--- config.mk ---
export PLATFORM = sky130hd
export DESIGN_NAME = key_uart_panel
export DESIGN_NICKNAME = d
export VERILOG_FILES = /design/src/common/panel_pkg.sv /design/src/common/uart_pkg.sv /design/src/hdl/key_debounce.sv /design/src/hdl/key_uart_panel.sv /design/src/hdl/panel_ctrl.sv /design/src/uart/uart_rx.sv /design/src/uart/uart_tx.sv
export SDC_FILE = /design/constraint.sdc
export NUM_CORES = 1
export LEC_CHECK = 0
export BUFFER_PORTS_ARGS = -buffer_cell sky130_fd_sc_hd__buf_4
export CELL_PAD_IN_SITES_DETAIL_PLACEMENT = 1
export CELL_PAD_IN_SITES_GLOBAL_PLACEMENT = 2
export CORE_MARGIN = 2
export CORE_UTILIZATION = 46
export CTS_CLUSTER_SIZE = 16
export DETAILED_ROUTE_END_ITERATION = 6
export HOLD_SLACK_MARGIN = 0.02
export PLACE_DENSITY = 0.91
export SLEW_MARGIN = 20
export SYNTH_ARGS = -nofsm -noshare
export SYNTH_HDL_FRONTEND = slang
export SYNTH_SLANG_ARGS = --single-unit
export TNS_END_PERCENT = 50
--- constraint.sdc ---
create_clock -name sys_clk -period 6.1 [get_ports sys_clk]
set_input_delay 0.305 -clock sys_clk [delete_from_list [all_inputs] [get_ports sys_clk]]
set_output_delay 0.305 -clock sys_clk [all_outputs]
set_load 0.02 [all_outputs]
--- src/common/panel_pkg.sv ---
`default_nettype none

package panel_pkg;

	localparam int NUM_KEYS = 4;                        // keys on the board
	localparam int NUM_LEDS = 4;                        // leds show the low nibble

	// keys read low when pressed
	typedef logic [NUM_KEYS-1:0] key_vec_t;
	typedef logic [NUM_LEDS-1:0] led_vec_t;

endpackage

`default_nettype wire

--- src/common/uart_pkg.sv ---
`default_nettype none

package uart_pkg;

	// **************************************************
	// serial frame
	// **************************************************
	localparam int DATA_BITS = 8;                       // 8N1, no parity

	typedef logic [DATA_BITS-1:0] uart_byte_t;

	// **************************************************
	// receiver and transmitter states
	// **************************************************
	typedef enum logic [1:0] {
		RX_IDLE,                                        // waiting for falling edge
		RX_START,                                       // half bit, confirm start level
		RX_DATA,                                        // eight data bits, lsb first
		RX_STOP                                         // stop bit must read high
	} rx_state_t;

	typedef enum logic [1:0] {
		TX_IDLE,
		TX_START,
		TX_DATA,
		TX_STOP
	} tx_state_t;

endpackage

`default_nettype wire

--- src/hdl/key_debounce.sv ---
`timescale 1ns/100ps
`default_nettype none

module key_debounce #(
	parameter int DEBOUNCE_CNT = 1000000                // stable clocks before accept
) (
	input  wire  sys_clk,
	input  wire  sys_rst_n,
	input  wire  key,                                   // raw, active low
	output logic key_value
);

	localparam int CNT_W = $clog2(DEBOUNCE_CNT + 1);
	localparam logic [CNT_W-1:0] RELOAD = CNT_W'(DEBOUNCE_CNT);

	logic [CNT_W-1:0] delay_cnt;
	logic             key_reg;

	// restart the countdown on any change of the raw level
	always_ff @(posedge sys_clk or negedge sys_rst_n) begin
		if (!sys_rst_n) begin
			key_reg   <= 1'b1;
			delay_cnt <= '0;
		end else begin
			key_reg <= key;
			if (key_reg != key)
				delay_cnt <= RELOAD;
			else if (delay_cnt != '0)
				delay_cnt <= delay_cnt - 1'b1;  // holds at zero once settled
		end
	end

	always_ff @(posedge sys_clk or negedge sys_rst_n) begin
		if (!sys_rst_n)
			key_value <= 1'b1;                          // released after reset
		else if (delay_cnt == CNT_W'(1))
			key_value <= key_reg;
	end

endmodule

`default_nettype wire

--- src/hdl/key_uart_panel.sv ---
`timescale 1ns/100ps
`default_nettype none

module key_uart_panel #(
	parameter int CLK_DIV      = 25,                    // 2 Mbaud at 50 MHz
	parameter int DEBOUNCE_CNT = 1000000                // 20 ms at 50 MHz
) (
	input  wire                      sys_clk,
	input  wire                      sys_rst_n,
	input  wire panel_pkg::key_vec_t key,
	input  wire                      uart_rxd,
	output wire panel_pkg::led_vec_t led,
	output wire                      uart_txd
);
	import uart_pkg::*;
	import panel_pkg::*;

	wire key_vec_t   key_stable;
	wire             rx_valid;
	wire uart_byte_t rx_data;
	wire             tx_valid;
	wire             tx_ready;
	wire uart_byte_t tx_data;

	// one debouncer per key
	for (genvar i = 0; i < NUM_KEYS; i++) begin : g_key
		key_debounce #(
			.DEBOUNCE_CNT (DEBOUNCE_CNT)
		) u_key_debounce (
			.sys_clk   (sys_clk),
			.sys_rst_n (sys_rst_n),
			.key       (key[i]),
			.key_value (key_stable[i])
		);
	end

	uart_rx #(
		.CLK_DIV (CLK_DIV)
	) u_uart_rx (
		.sys_clk   (sys_clk),
		.sys_rst_n (sys_rst_n),
		.uart_rxd  (uart_rxd),
		.rx_valid  (rx_valid),
		.rx_data   (rx_data)
	);

	uart_tx #(
		.CLK_DIV (CLK_DIV)
	) u_uart_tx (
		.sys_clk   (sys_clk),
		.sys_rst_n (sys_rst_n),
		.tx_valid  (tx_valid),
		.tx_data   (tx_data),
		.tx_ready  (tx_ready),
		.uart_txd  (uart_txd)
	);

	panel_ctrl u_panel_ctrl (
		.sys_clk    (sys_clk),
		.sys_rst_n  (sys_rst_n),
		.key_stable (key_stable),
		.rx_valid   (rx_valid),
		.rx_data    (rx_data),
		.tx_ready   (tx_ready),
		.tx_valid   (tx_valid),
		.tx_data    (tx_data),
		.led        (led)
	);

endmodule

`default_nettype wire

--- src/hdl/panel_ctrl.sv ---
`timescale 1ns/100ps
`default_nettype none

module panel_ctrl (
	input  wire                       sys_clk,
	input  wire                       sys_rst_n,
	input  wire panel_pkg::key_vec_t  key_stable,       // debounced, active low
	input  wire                       rx_valid,
	input  wire uart_pkg::uart_byte_t rx_data,
	input  wire                       tx_ready,
	output logic                      tx_valid,
	output uart_pkg::uart_byte_t      tx_data,
	output panel_pkg::led_vec_t       led
);
	import uart_pkg::*;
	import panel_pkg::*;

	uart_byte_t rx_store;                               // last good received byte
	logic       key0_last;
	logic       key0_press;

	assign key0_press = key0_last & ~key_stable[0];

	// **************************************************
	// receive side
	// **************************************************
	always_ff @(posedge sys_clk or negedge sys_rst_n) begin
		if (!sys_rst_n) begin
			led      <= '0;
			rx_store <= '0;
		end else if (rx_valid) begin
			led      <= rx_data[NUM_LEDS-1:0];
			rx_store <= rx_data;
		end
	end

	// **************************************************
	// key 0 press, one request per press
	// **************************************************
	always_ff @(posedge sys_clk or negedge sys_rst_n) begin
		if (!sys_rst_n) begin
			key0_last <= 1'b1;
			tx_valid  <= 1'b0;
		end else begin
			key0_last <= key_stable[0];
			if (tx_valid && tx_ready)
				tx_valid <= 1'b0;                       // byte accepted
			else if (key0_press)
				tx_valid <= 1'b1;
		end
	end

	// press while a request is pending is ignored
	always_ff @(posedge sys_clk) begin
		if (key0_press && !tx_valid)
			tx_data <= {rx_store[DATA_BITS-1:3], key_stable[NUM_KEYS-1:1]};
	end

endmodule

`default_nettype wire

--- src/uart/uart_rx.sv ---
`timescale 1ns/100ps
`default_nettype none

module uart_rx #(
	parameter int CLK_DIV = 25                          // clocks per bit
) (
	input  wire                  sys_clk,
	input  wire                  sys_rst_n,
	input  wire                  uart_rxd,
	output logic                 rx_valid,              // one cycle per good frame
	output uart_pkg::uart_byte_t rx_data
);
	import uart_pkg::*;

	localparam int CNT_W = (CLK_DIV > 1) ? $clog2(CLK_DIV) : 1;
	localparam logic [CNT_W-1:0] BIT_LAST  = CNT_W'(CLK_DIV - 1);
	localparam logic [CNT_W-1:0] HALF_LAST = CNT_W'(CLK_DIV / 2 - 1);
	localparam int IDX_W = $clog2(DATA_BITS);
	localparam logic [IDX_W-1:0] IDX_LAST = IDX_W'(DATA_BITS - 1);

	rx_state_t        state;
	logic [CNT_W-1:0] clk_cnt;                          // clocks into current bit
	logic [IDX_W-1:0] bit_idx;
	logic             rxd_meta;
	logic             rxd_sync;
	logic             rxd_last;                         // for edge detection
	logic             start_edge;

	assign start_edge = rxd_last & ~rxd_sync;

	// line idles high, so the sync chain resets high
	always_ff @(posedge sys_clk or negedge sys_rst_n) begin
		if (!sys_rst_n) begin
			rxd_meta <= 1'b1;
			rxd_sync <= 1'b1;
			rxd_last <= 1'b1;
		end else begin
			rxd_meta <= uart_rxd;
			rxd_sync <= rxd_meta;
			rxd_last <= rxd_sync;
		end
	end

	always_ff @(posedge sys_clk or negedge sys_rst_n) begin
		if (!sys_rst_n) begin
			state    <= RX_IDLE;
			clk_cnt  <= '0;
			bit_idx  <= '0;
			rx_valid <= 1'b0;
		end else begin
			rx_valid <= 1'b0;
			clk_cnt  <= clk_cnt + 1'b1;
			case (state)
				RX_IDLE: begin
					clk_cnt <= '0;
					bit_idx <= '0;
					if (start_edge)
						state <= RX_START;
				end
				RX_START: begin
					if (clk_cnt == HALF_LAST) begin    // middle of start bit
						clk_cnt <= '0;
						if (rxd_sync)
							state <= RX_IDLE;           // glitch, not a start bit
						else
							state <= RX_DATA;
					end
				end
				RX_DATA: begin
					if (clk_cnt == BIT_LAST) begin
						clk_cnt <= '0;
						bit_idx <= bit_idx + 1'b1;
						if (bit_idx == IDX_LAST)
							state <= RX_STOP;
					end
				end
				RX_STOP: begin
					if (clk_cnt == BIT_LAST) begin
						rx_valid <= rxd_sync;           // low stop bit drops the frame
						state    <= RX_IDLE;
					end
				end
				default: state <= RX_IDLE;
			endcase
		end
	end

	// shift in at mid-bit, lsb arrives first
	always_ff @(posedge sys_clk) begin
		if (state == RX_DATA && clk_cnt == BIT_LAST)
			rx_data <= {rxd_sync, rx_data[DATA_BITS-1:1]};
	end

endmodule

`default_nettype wire

--- src/uart/uart_tx.sv ---
`timescale 1ns/100ps
`default_nettype none

module uart_tx #(
	parameter int CLK_DIV = 25
) (
	input  wire                       sys_clk,
	input  wire                       sys_rst_n,
	input  wire                       tx_valid,
	input  wire uart_pkg::uart_byte_t tx_data,
	output logic                      tx_ready,
	output logic                      uart_txd            // registered line output
);
	import uart_pkg::*;

	localparam int CNT_W = (CLK_DIV > 1) ? $clog2(CLK_DIV) : 1;
	localparam logic [CNT_W-1:0] BIT_LAST = CNT_W'(CLK_DIV - 1);
	localparam int IDX_W = $clog2(DATA_BITS);
	localparam logic [IDX_W-1:0] IDX_LAST = IDX_W'(DATA_BITS - 1);

	tx_state_t        state;
	logic [CNT_W-1:0] clk_cnt;
	logic [IDX_W-1:0] bit_idx;
	uart_byte_t       tx_shift;                         // next bit sits in bit 0
	logic             xfer;
	logic             bit_end;

	assign tx_ready = (state == TX_IDLE);
	assign xfer     = tx_valid & tx_ready;
	assign bit_end  = (clk_cnt == BIT_LAST);

	always_ff @(posedge sys_clk or negedge sys_rst_n) begin
		if (!sys_rst_n) begin
			state    <= TX_IDLE;
			clk_cnt  <= '0;
			bit_idx  <= '0;
			uart_txd <= 1'b1;
		end else begin
			clk_cnt <= bit_end ? '0 : clk_cnt + 1'b1;
			case (state)
				TX_IDLE: begin
					clk_cnt <= '0;
					bit_idx <= '0;
					if (xfer) begin
						state    <= TX_START;
						uart_txd <= 1'b0;           // start bit
					end
				end
				TX_START: begin
					if (bit_end) begin
						state    <= TX_DATA;
						uart_txd <= tx_shift[0];
					end
				end
				TX_DATA: begin
					if (bit_end) begin
						bit_idx <= bit_idx + 1'b1;
						if (bit_idx == IDX_LAST) begin
							state    <= TX_STOP;
							uart_txd <= 1'b1;       // stop bit
						end else begin
							uart_txd <= tx_shift[0];
						end
					end
				end
				TX_STOP: begin
					if (bit_end)
						state <= TX_IDLE;           // ready again after full stop bit
				end
				default: state <= TX_IDLE;
			endcase
		end
	end

	always_ff @(posedge sys_clk) begin
		if (xfer)
			tx_shift <= tx_data;
		else if (bit_end && (state == TX_START || state == TX_DATA))
			tx_shift <= tx_shift >> 1;
	end

endmodule

`default_nettype wire
# Word level (Yosys, flattened, before mapping)
# Index checks and enable logic that the tools add are counted.
dict set report op_classes {
  n_mux 41
  add_sub_neg 8
  n_reduce_logical 26
  eq_ne 29
  bitwise_logic 5
}
# operator count
set op_table {}
lappend op_table {{20-bit two-way mux} 8}
lappend op_table {{20-bit by 1-bit == test with 1-bit output (second input constant)} 4}
lappend op_table {{20-bit nonzero test} 4}
lappend op_table {{20-bit by 1-bit subtractor with 20-bit output (second input constant)} 4}
lappend op_table {{2-bit two-way mux} 11}
lappend op_table {{5-bit two-way mux} 4}
lappend op_table {{2-bit by 1-bit inequality test with 1-bit output (second input constant)} 9}
lappend op_table {{8-bit two-way mux} 2}
lappend op_table {{2-bit case mux with 4 select lines} 2}
lappend op_table {{2-bit nonzero test} 8}
lappend op_table {{5-bit case mux with 3 select lines} 1}
lappend op_table {{3-bit case mux with 2 select lines} 2}
lappend op_table {{5-bit by 1-bit adder with 5-bit output (second input constant)} 2}
lappend op_table {{5-bit == test (second input constant)} 2}
lappend op_table {{5-bit AND reduction} 2}
lappend op_table {{2-bit == test (second input constant)} 4}
lappend op_table {{1-bit two-way mux} 8}
lappend op_table {{3-bit by 1-bit adder with 3-bit output (second input constant)} 2}
lappend op_table {{3-bit == test (second input constant)} 2}
lappend op_table {{3-bit two-way mux} 2}
lappend op_table {{5-bit by 4-bit == test with 1-bit output (second input constant)} 1}
lappend op_table {{2-bit by 1-bit == test with 1-bit output (second input constant)} 2}
lappend op_table {{1-bit logical AND} 4}
lappend op_table {{2-bit logical NOT} 2}
lappend op_table {{10 further kinds} 17}
dict set report word_totals {
  output_inout_bits 5
  reg_bits 151
  inputBits 7
  elab_cells 139
}

# Depth between registers and ports, before layout
dict set report depth {
  word_depth 5
  ltp_mapped 8
  depth_no_buf 7
}

# Hierarchy
# Synthesis repeated with hierarchy kept, for this count alone.
dict set report unflattened {
  hier_cells 696
  hier_area_um2 7572.3
}
# mod instances seq_area_each_um2 cells_per_inst area_each_um2
set by_module_without_submodules {}
lappend by_module_without_submodules {{key_debounce at g_key[1].u_key_debounce ...} 3 553.0 129 1247.4}
lappend by_module_without_submodules {{key_debounce at g_key[0].u_key_debounce} 1 553.0 128 1227.4}
lappend by_module_without_submodules {uart_tx 1 516.7 81 1011.0}
lappend by_module_without_submodules {uart_rx 1 594.3 66 914.6}
lappend by_module_without_submodules {panel_ctrl 1 491.7 34 676.9}

# Worst setup path before layout
# OpenSTA, ideal clock, no wires.
dict set report synth_path {
  kind {reg2reg}
  start {reg g_key[1].u_key_debounce.delay_cnt[6]}
  end {reg g_key[1].u_key_debounce.delay_cnt[19]}
  slack_ns 4.058
  path_stages_with_launch 7
  required_ns 6.028
  n_path_buf 1
  synth_period_minus_slack_ns 2.042
  arrival_ns 1.970
  setup_time_ns 0.072
  cell_sequence {dfrtp_1 > or4_1 > buf_2 > nor4_4 > nand4b_2 > or3_1 > nand3_1}
}
dict set report synth_between {
  elab_chain_cells 3
  word_cells_on_any_way 5
  cone_classes {add/sub: 1; mux: 2; reduce/logical: 2}
}
# element line_no
set synth_rtl {}
lappend synth_rtl {{start, declared} key_debounce.sv:16} ;# logic [CNT_W-1:0] delay_cnt;
lappend synth_rtl {{start signal, assigned} key_debounce.sv:29} ;# delay_cnt <= delay_cnt - 1'b1;
lappend synth_rtl {{20-bit by 1-bit subtractor with 20-bit output} key_debounce.sv:29}
lappend synth_rtl {{20-bit two-way mux} key_debounce.sv:28} ;# else if (delay_cnt != '0)
lappend synth_rtl {{20-bit two-way mux} key_debounce.sv:26} ;# if (key_reg != key)
# Several ways; a longest one is shown, not always the timed one. The select of a mux whose other input is x is not followed.
# A chain may end at the register's enable or synchronous reset.

# Worst setup path after layout
dict set report layout_path {
  start {in key[0]}
  end {reg g_key[0].u_key_debounce.delay_cnt[13]}
}
dict set report layout_between {
  elab_chain_cells 2
  word_cells_on_any_way 3
  cone_classes {eq/ne: 1; mux: 1; reduce/logical: 1}
}
# element line_no
set layout_rtl {}
lappend layout_rtl {{start, declared} key_uart_panel.sv:10} ;# input wire panel_pkg::key_vec_t key,
lappend layout_rtl {{1-bit inequality test *} key_debounce.sv:26}
lappend layout_rtl {{20-bit two-way mux or 2-bit nonzero test (tied branches)} --}
lappend layout_rtl {{end signal, assigned} key_debounce.sv:29}
lappend layout_rtl {{end, declared} key_debounce.sv:16}
# Mark *: on every way between the ends. The rest lies on a longest branch, timed or not.

==> flow_summary.toml <==
[outcome]
outcome = "completed"

[setup_path]
crit_path_start_kind = "input port"
crit_type = "in -> reg"
setup.worst_path.end = "g_key[0].u_key_debounce.delay_cnt[13]"
crit_chain = "dlygate4sd3_1, buf_4, xnor2_1, nand4_1, o21ai_0, o21ai_0, a21oi_1"
critPathSlowestCell = "xnor2_1"
critPathCaptureType = "flop"
path_common_cell = "o21ai_0"
critPathMaxFanout = 9
r2r_start = "g_key[0].u_key_debounce.delay_cnt[6]"
worst_path_largest_cell_delay_ns = 0.59
worstPathRequired_ns = 6.43
cp.arrival_ns = 2.93
regToRegSetupSlack_ns = 3.53
r2r_cells = 5
crit_path_start = "key[0]"
r2r_end = "g_key[0].u_key_debounce.delay_cnt[13]"

[detailed_routing]
antenna_violating_nets_post_route = 0
drt_wl_total_mm = 16.1
routed-wl-met2_mm = 8.31
wl_met1_mm = 7.25
wl_met3_um = 385
first_pass_iters = 4
drc = 0
drtIter0Drc = 330
wire_per_inst_um = 18.3
routed.top_layer = "met4"
via_count = 5074
vias_per_cell = 5.76

[die]
die_h_um = 128
initial_utilization_pct = 46.9
die_w_um = 128
num_rows = 45
die_area_um2 = 16500
io_pins = 12
fp.coreArea_um2 = 15100

[clock_tree]
cts_tree = "done"
clkTransAtPathRegs_ns = 0.06
cts_made_buffers = 17
cts_sinks = 147
htreeDepth = 4
root_buffer = "clkbuf_16"
ctsResizeCount = 0
clk_latency_ns = 0.42
clk_path_buf_depth = 2

[grt]
antenna_found_initial = 0
track_usage_pct = 21.4
grt_pass1_vias = 5603
grt_max_degree = 69
overflow = 0
grt_pass1_wl_mm = 28.0

[power]
p_per_area_nw_per_um2 = 353
p_leak_nw = 3.18
ir_drop_mv = 0.223

[finish]
largest_reg_flops = 80
insertedDiodeCount = 0
nFillCells = 1640
fin_nets = 711
area_growth_pct = 13.8
largest-register = "g_key.u_key_debounce.delay_cnt"
drive_above_1_share_pct = 12.8

[sta]
setup_viol = 0
fin_crit_ns = 2.60
hold_viol_final = 0
fin_crit_sh_pct = 42.7
whs_ns = 0.0115
maxSlewHeadroom_pct = 37.4
rsz0062_at_grt = "no"
tightest_slew_ns = 0.936
tns_ns = 0
finalMaxSlewViolations = 0
clock_skew_ns = 0.00737
fmax_ghz = 0.384

[yosys]
yosysTopAreaCell = "dfrtp_1"
yosysMostFrequentCell = "dfrtp_1"
synth_edf_count = 24
ys_top_cells_by_area = "dfrtp_1 39%, edfxtp_1 10%, dfstp_2 4.8%"
synth.distinct_cells = 57
synthArstFlopShare_pct = 83.7
syn-cell-area_um2 = 7110
synth.top_cell.area_share_pct = 38.7
yosysSeqAreaShare_pct = 53.7
syn_nets = 692
avgSynthCellArea_um2 = 10.8
synthCells = 661
yosysWarnings = 0
synth-seq-cells = 147
synth_ff_type = "dfrtp_1"
yosys-top-cells-count = "110 x dfrtp_1, 70 x nor2_1, 57 x nand2_1"

[placed_design]
gp_congestion = 0.783
hpwl_mm = 10.4
io_buffers = 11

[flow_run]
cap_violations = 0

[hold_path]
hold_class = "in -> async"
-- layout by cell type (no fill, tap or decap), drive strengths merged, types with 8 or more instances in the layout --
cell    count
xnor2      26
clkbuf     20
edfxtp     24
dfstp      13
or4        14
o211ai     10
nor2       70
nor3       21
mux2       19
ha         24
nor4       24
dfrtp     110
inv        22
a21oi      18
xor2       35
nand2      57
o21ai      32
nand3      20
nand4      11
buf        13
nand2b      8
-- routing by layer --
| metal | vias up | track usage [%] |
|---|---|---|
| met1 | 2576 | 27.0 |
| li1 | 2421 | - |
| met2 | 60 | 36.9 |
| met5 | - | 0 |
| met4 | 0 | 6.79 |
| met3 | 17 | 4.67 |
-- how the worst min path moves through the flow --
stage / slack [ns] / to / cells past startpoint / from
5_1_grt: 0.07 / g_key[0].u_key_debounce.delay_cnt[3] / 1 / sys_rst_n
6_report: 0.01 / g_key[0].u_key_debounce.delay_cnt[9] / 1 / sys_rst_n
3_5_place_dp: 0.35 / u_uart_rx.rxd_sync / 0 / u_uart_rx.rxd_meta
2_1_floorplan: 0.009 / asynchronous set/reset pin / 0 / sys_rst_n
3_3_place_gp: 0.35 / u_uart_rx.rxd_sync / 0 / u_uart_rx.rxd_meta
4_1_cts: 0.04 / g_key[0].u_key_debounce.delay_cnt[7] / 1 / sys_rst_n
-- logic make-up (layout without fill, tap and decap cells) --
logic type                 after synthesis  count (layout)  share of synthesized area (%)
AOI/OAI and AO/OA                       99              99                           9.10
xor gates and xnor gates                61              61                           7.51
adders and majority gates               24              24                           4.22
buffers and inverters                   39              71                           2.31
DFF                                    147             147                           53.7
muxes                                   21              21                           3.29
and+or+nand+nor                        270             270                           19.9
-- timing repair --
item	in CTS	in global routing
setup buffers	0	0
endpoints found under the hold margin	5	0
hold buffers	5	0
-- layout make-up --
cell class	instances	area [um2]	share of cell area [%]
clock buffer	20	447	5.52
clock inverter	12	205	2.54
inverter	21	78.8	0.974
multi-input combinational	475	3160	39.1
sequential	147	3810	47.2
tap	188	235	2.91
timing repair buffer	18	148	1.83
-- stage by stage --
stage               setup WS (ns)  instance area, um2  total power (W)  utilization, %  std cells
global route                 3.31                8090          0.00300            53.4        881
finish                       3.50                8090          0.00285            53.4        881
global placement             3.72                7360          0.00167            48.6        844
detailed placement           3.53                7360          0.00170            48.6        844
floorplan                    4.06                7110          0.00156               -        661
CTS                          3.52                8060          0.00287            53.2        881
-- critical path: cells and delay by family --
kind / cells / cell delay [ns]
AND/OR/NAND/NOR: 1 / 0.47
AO/OA/AOI/OAI: 3 / 0.84
XOR/XNOR: 1 / 0.59
buffers and inverters: 2 / 0.71
-- report_power, final --
group,total (W),switching (W),internal [W]
Clock,0.00116,0.000418,0.000739
Sequential,0.00124,0.000135,0.00110
Combinational,0.000458,0.000272,0.000186
Power figures use the tool's default switching activity.
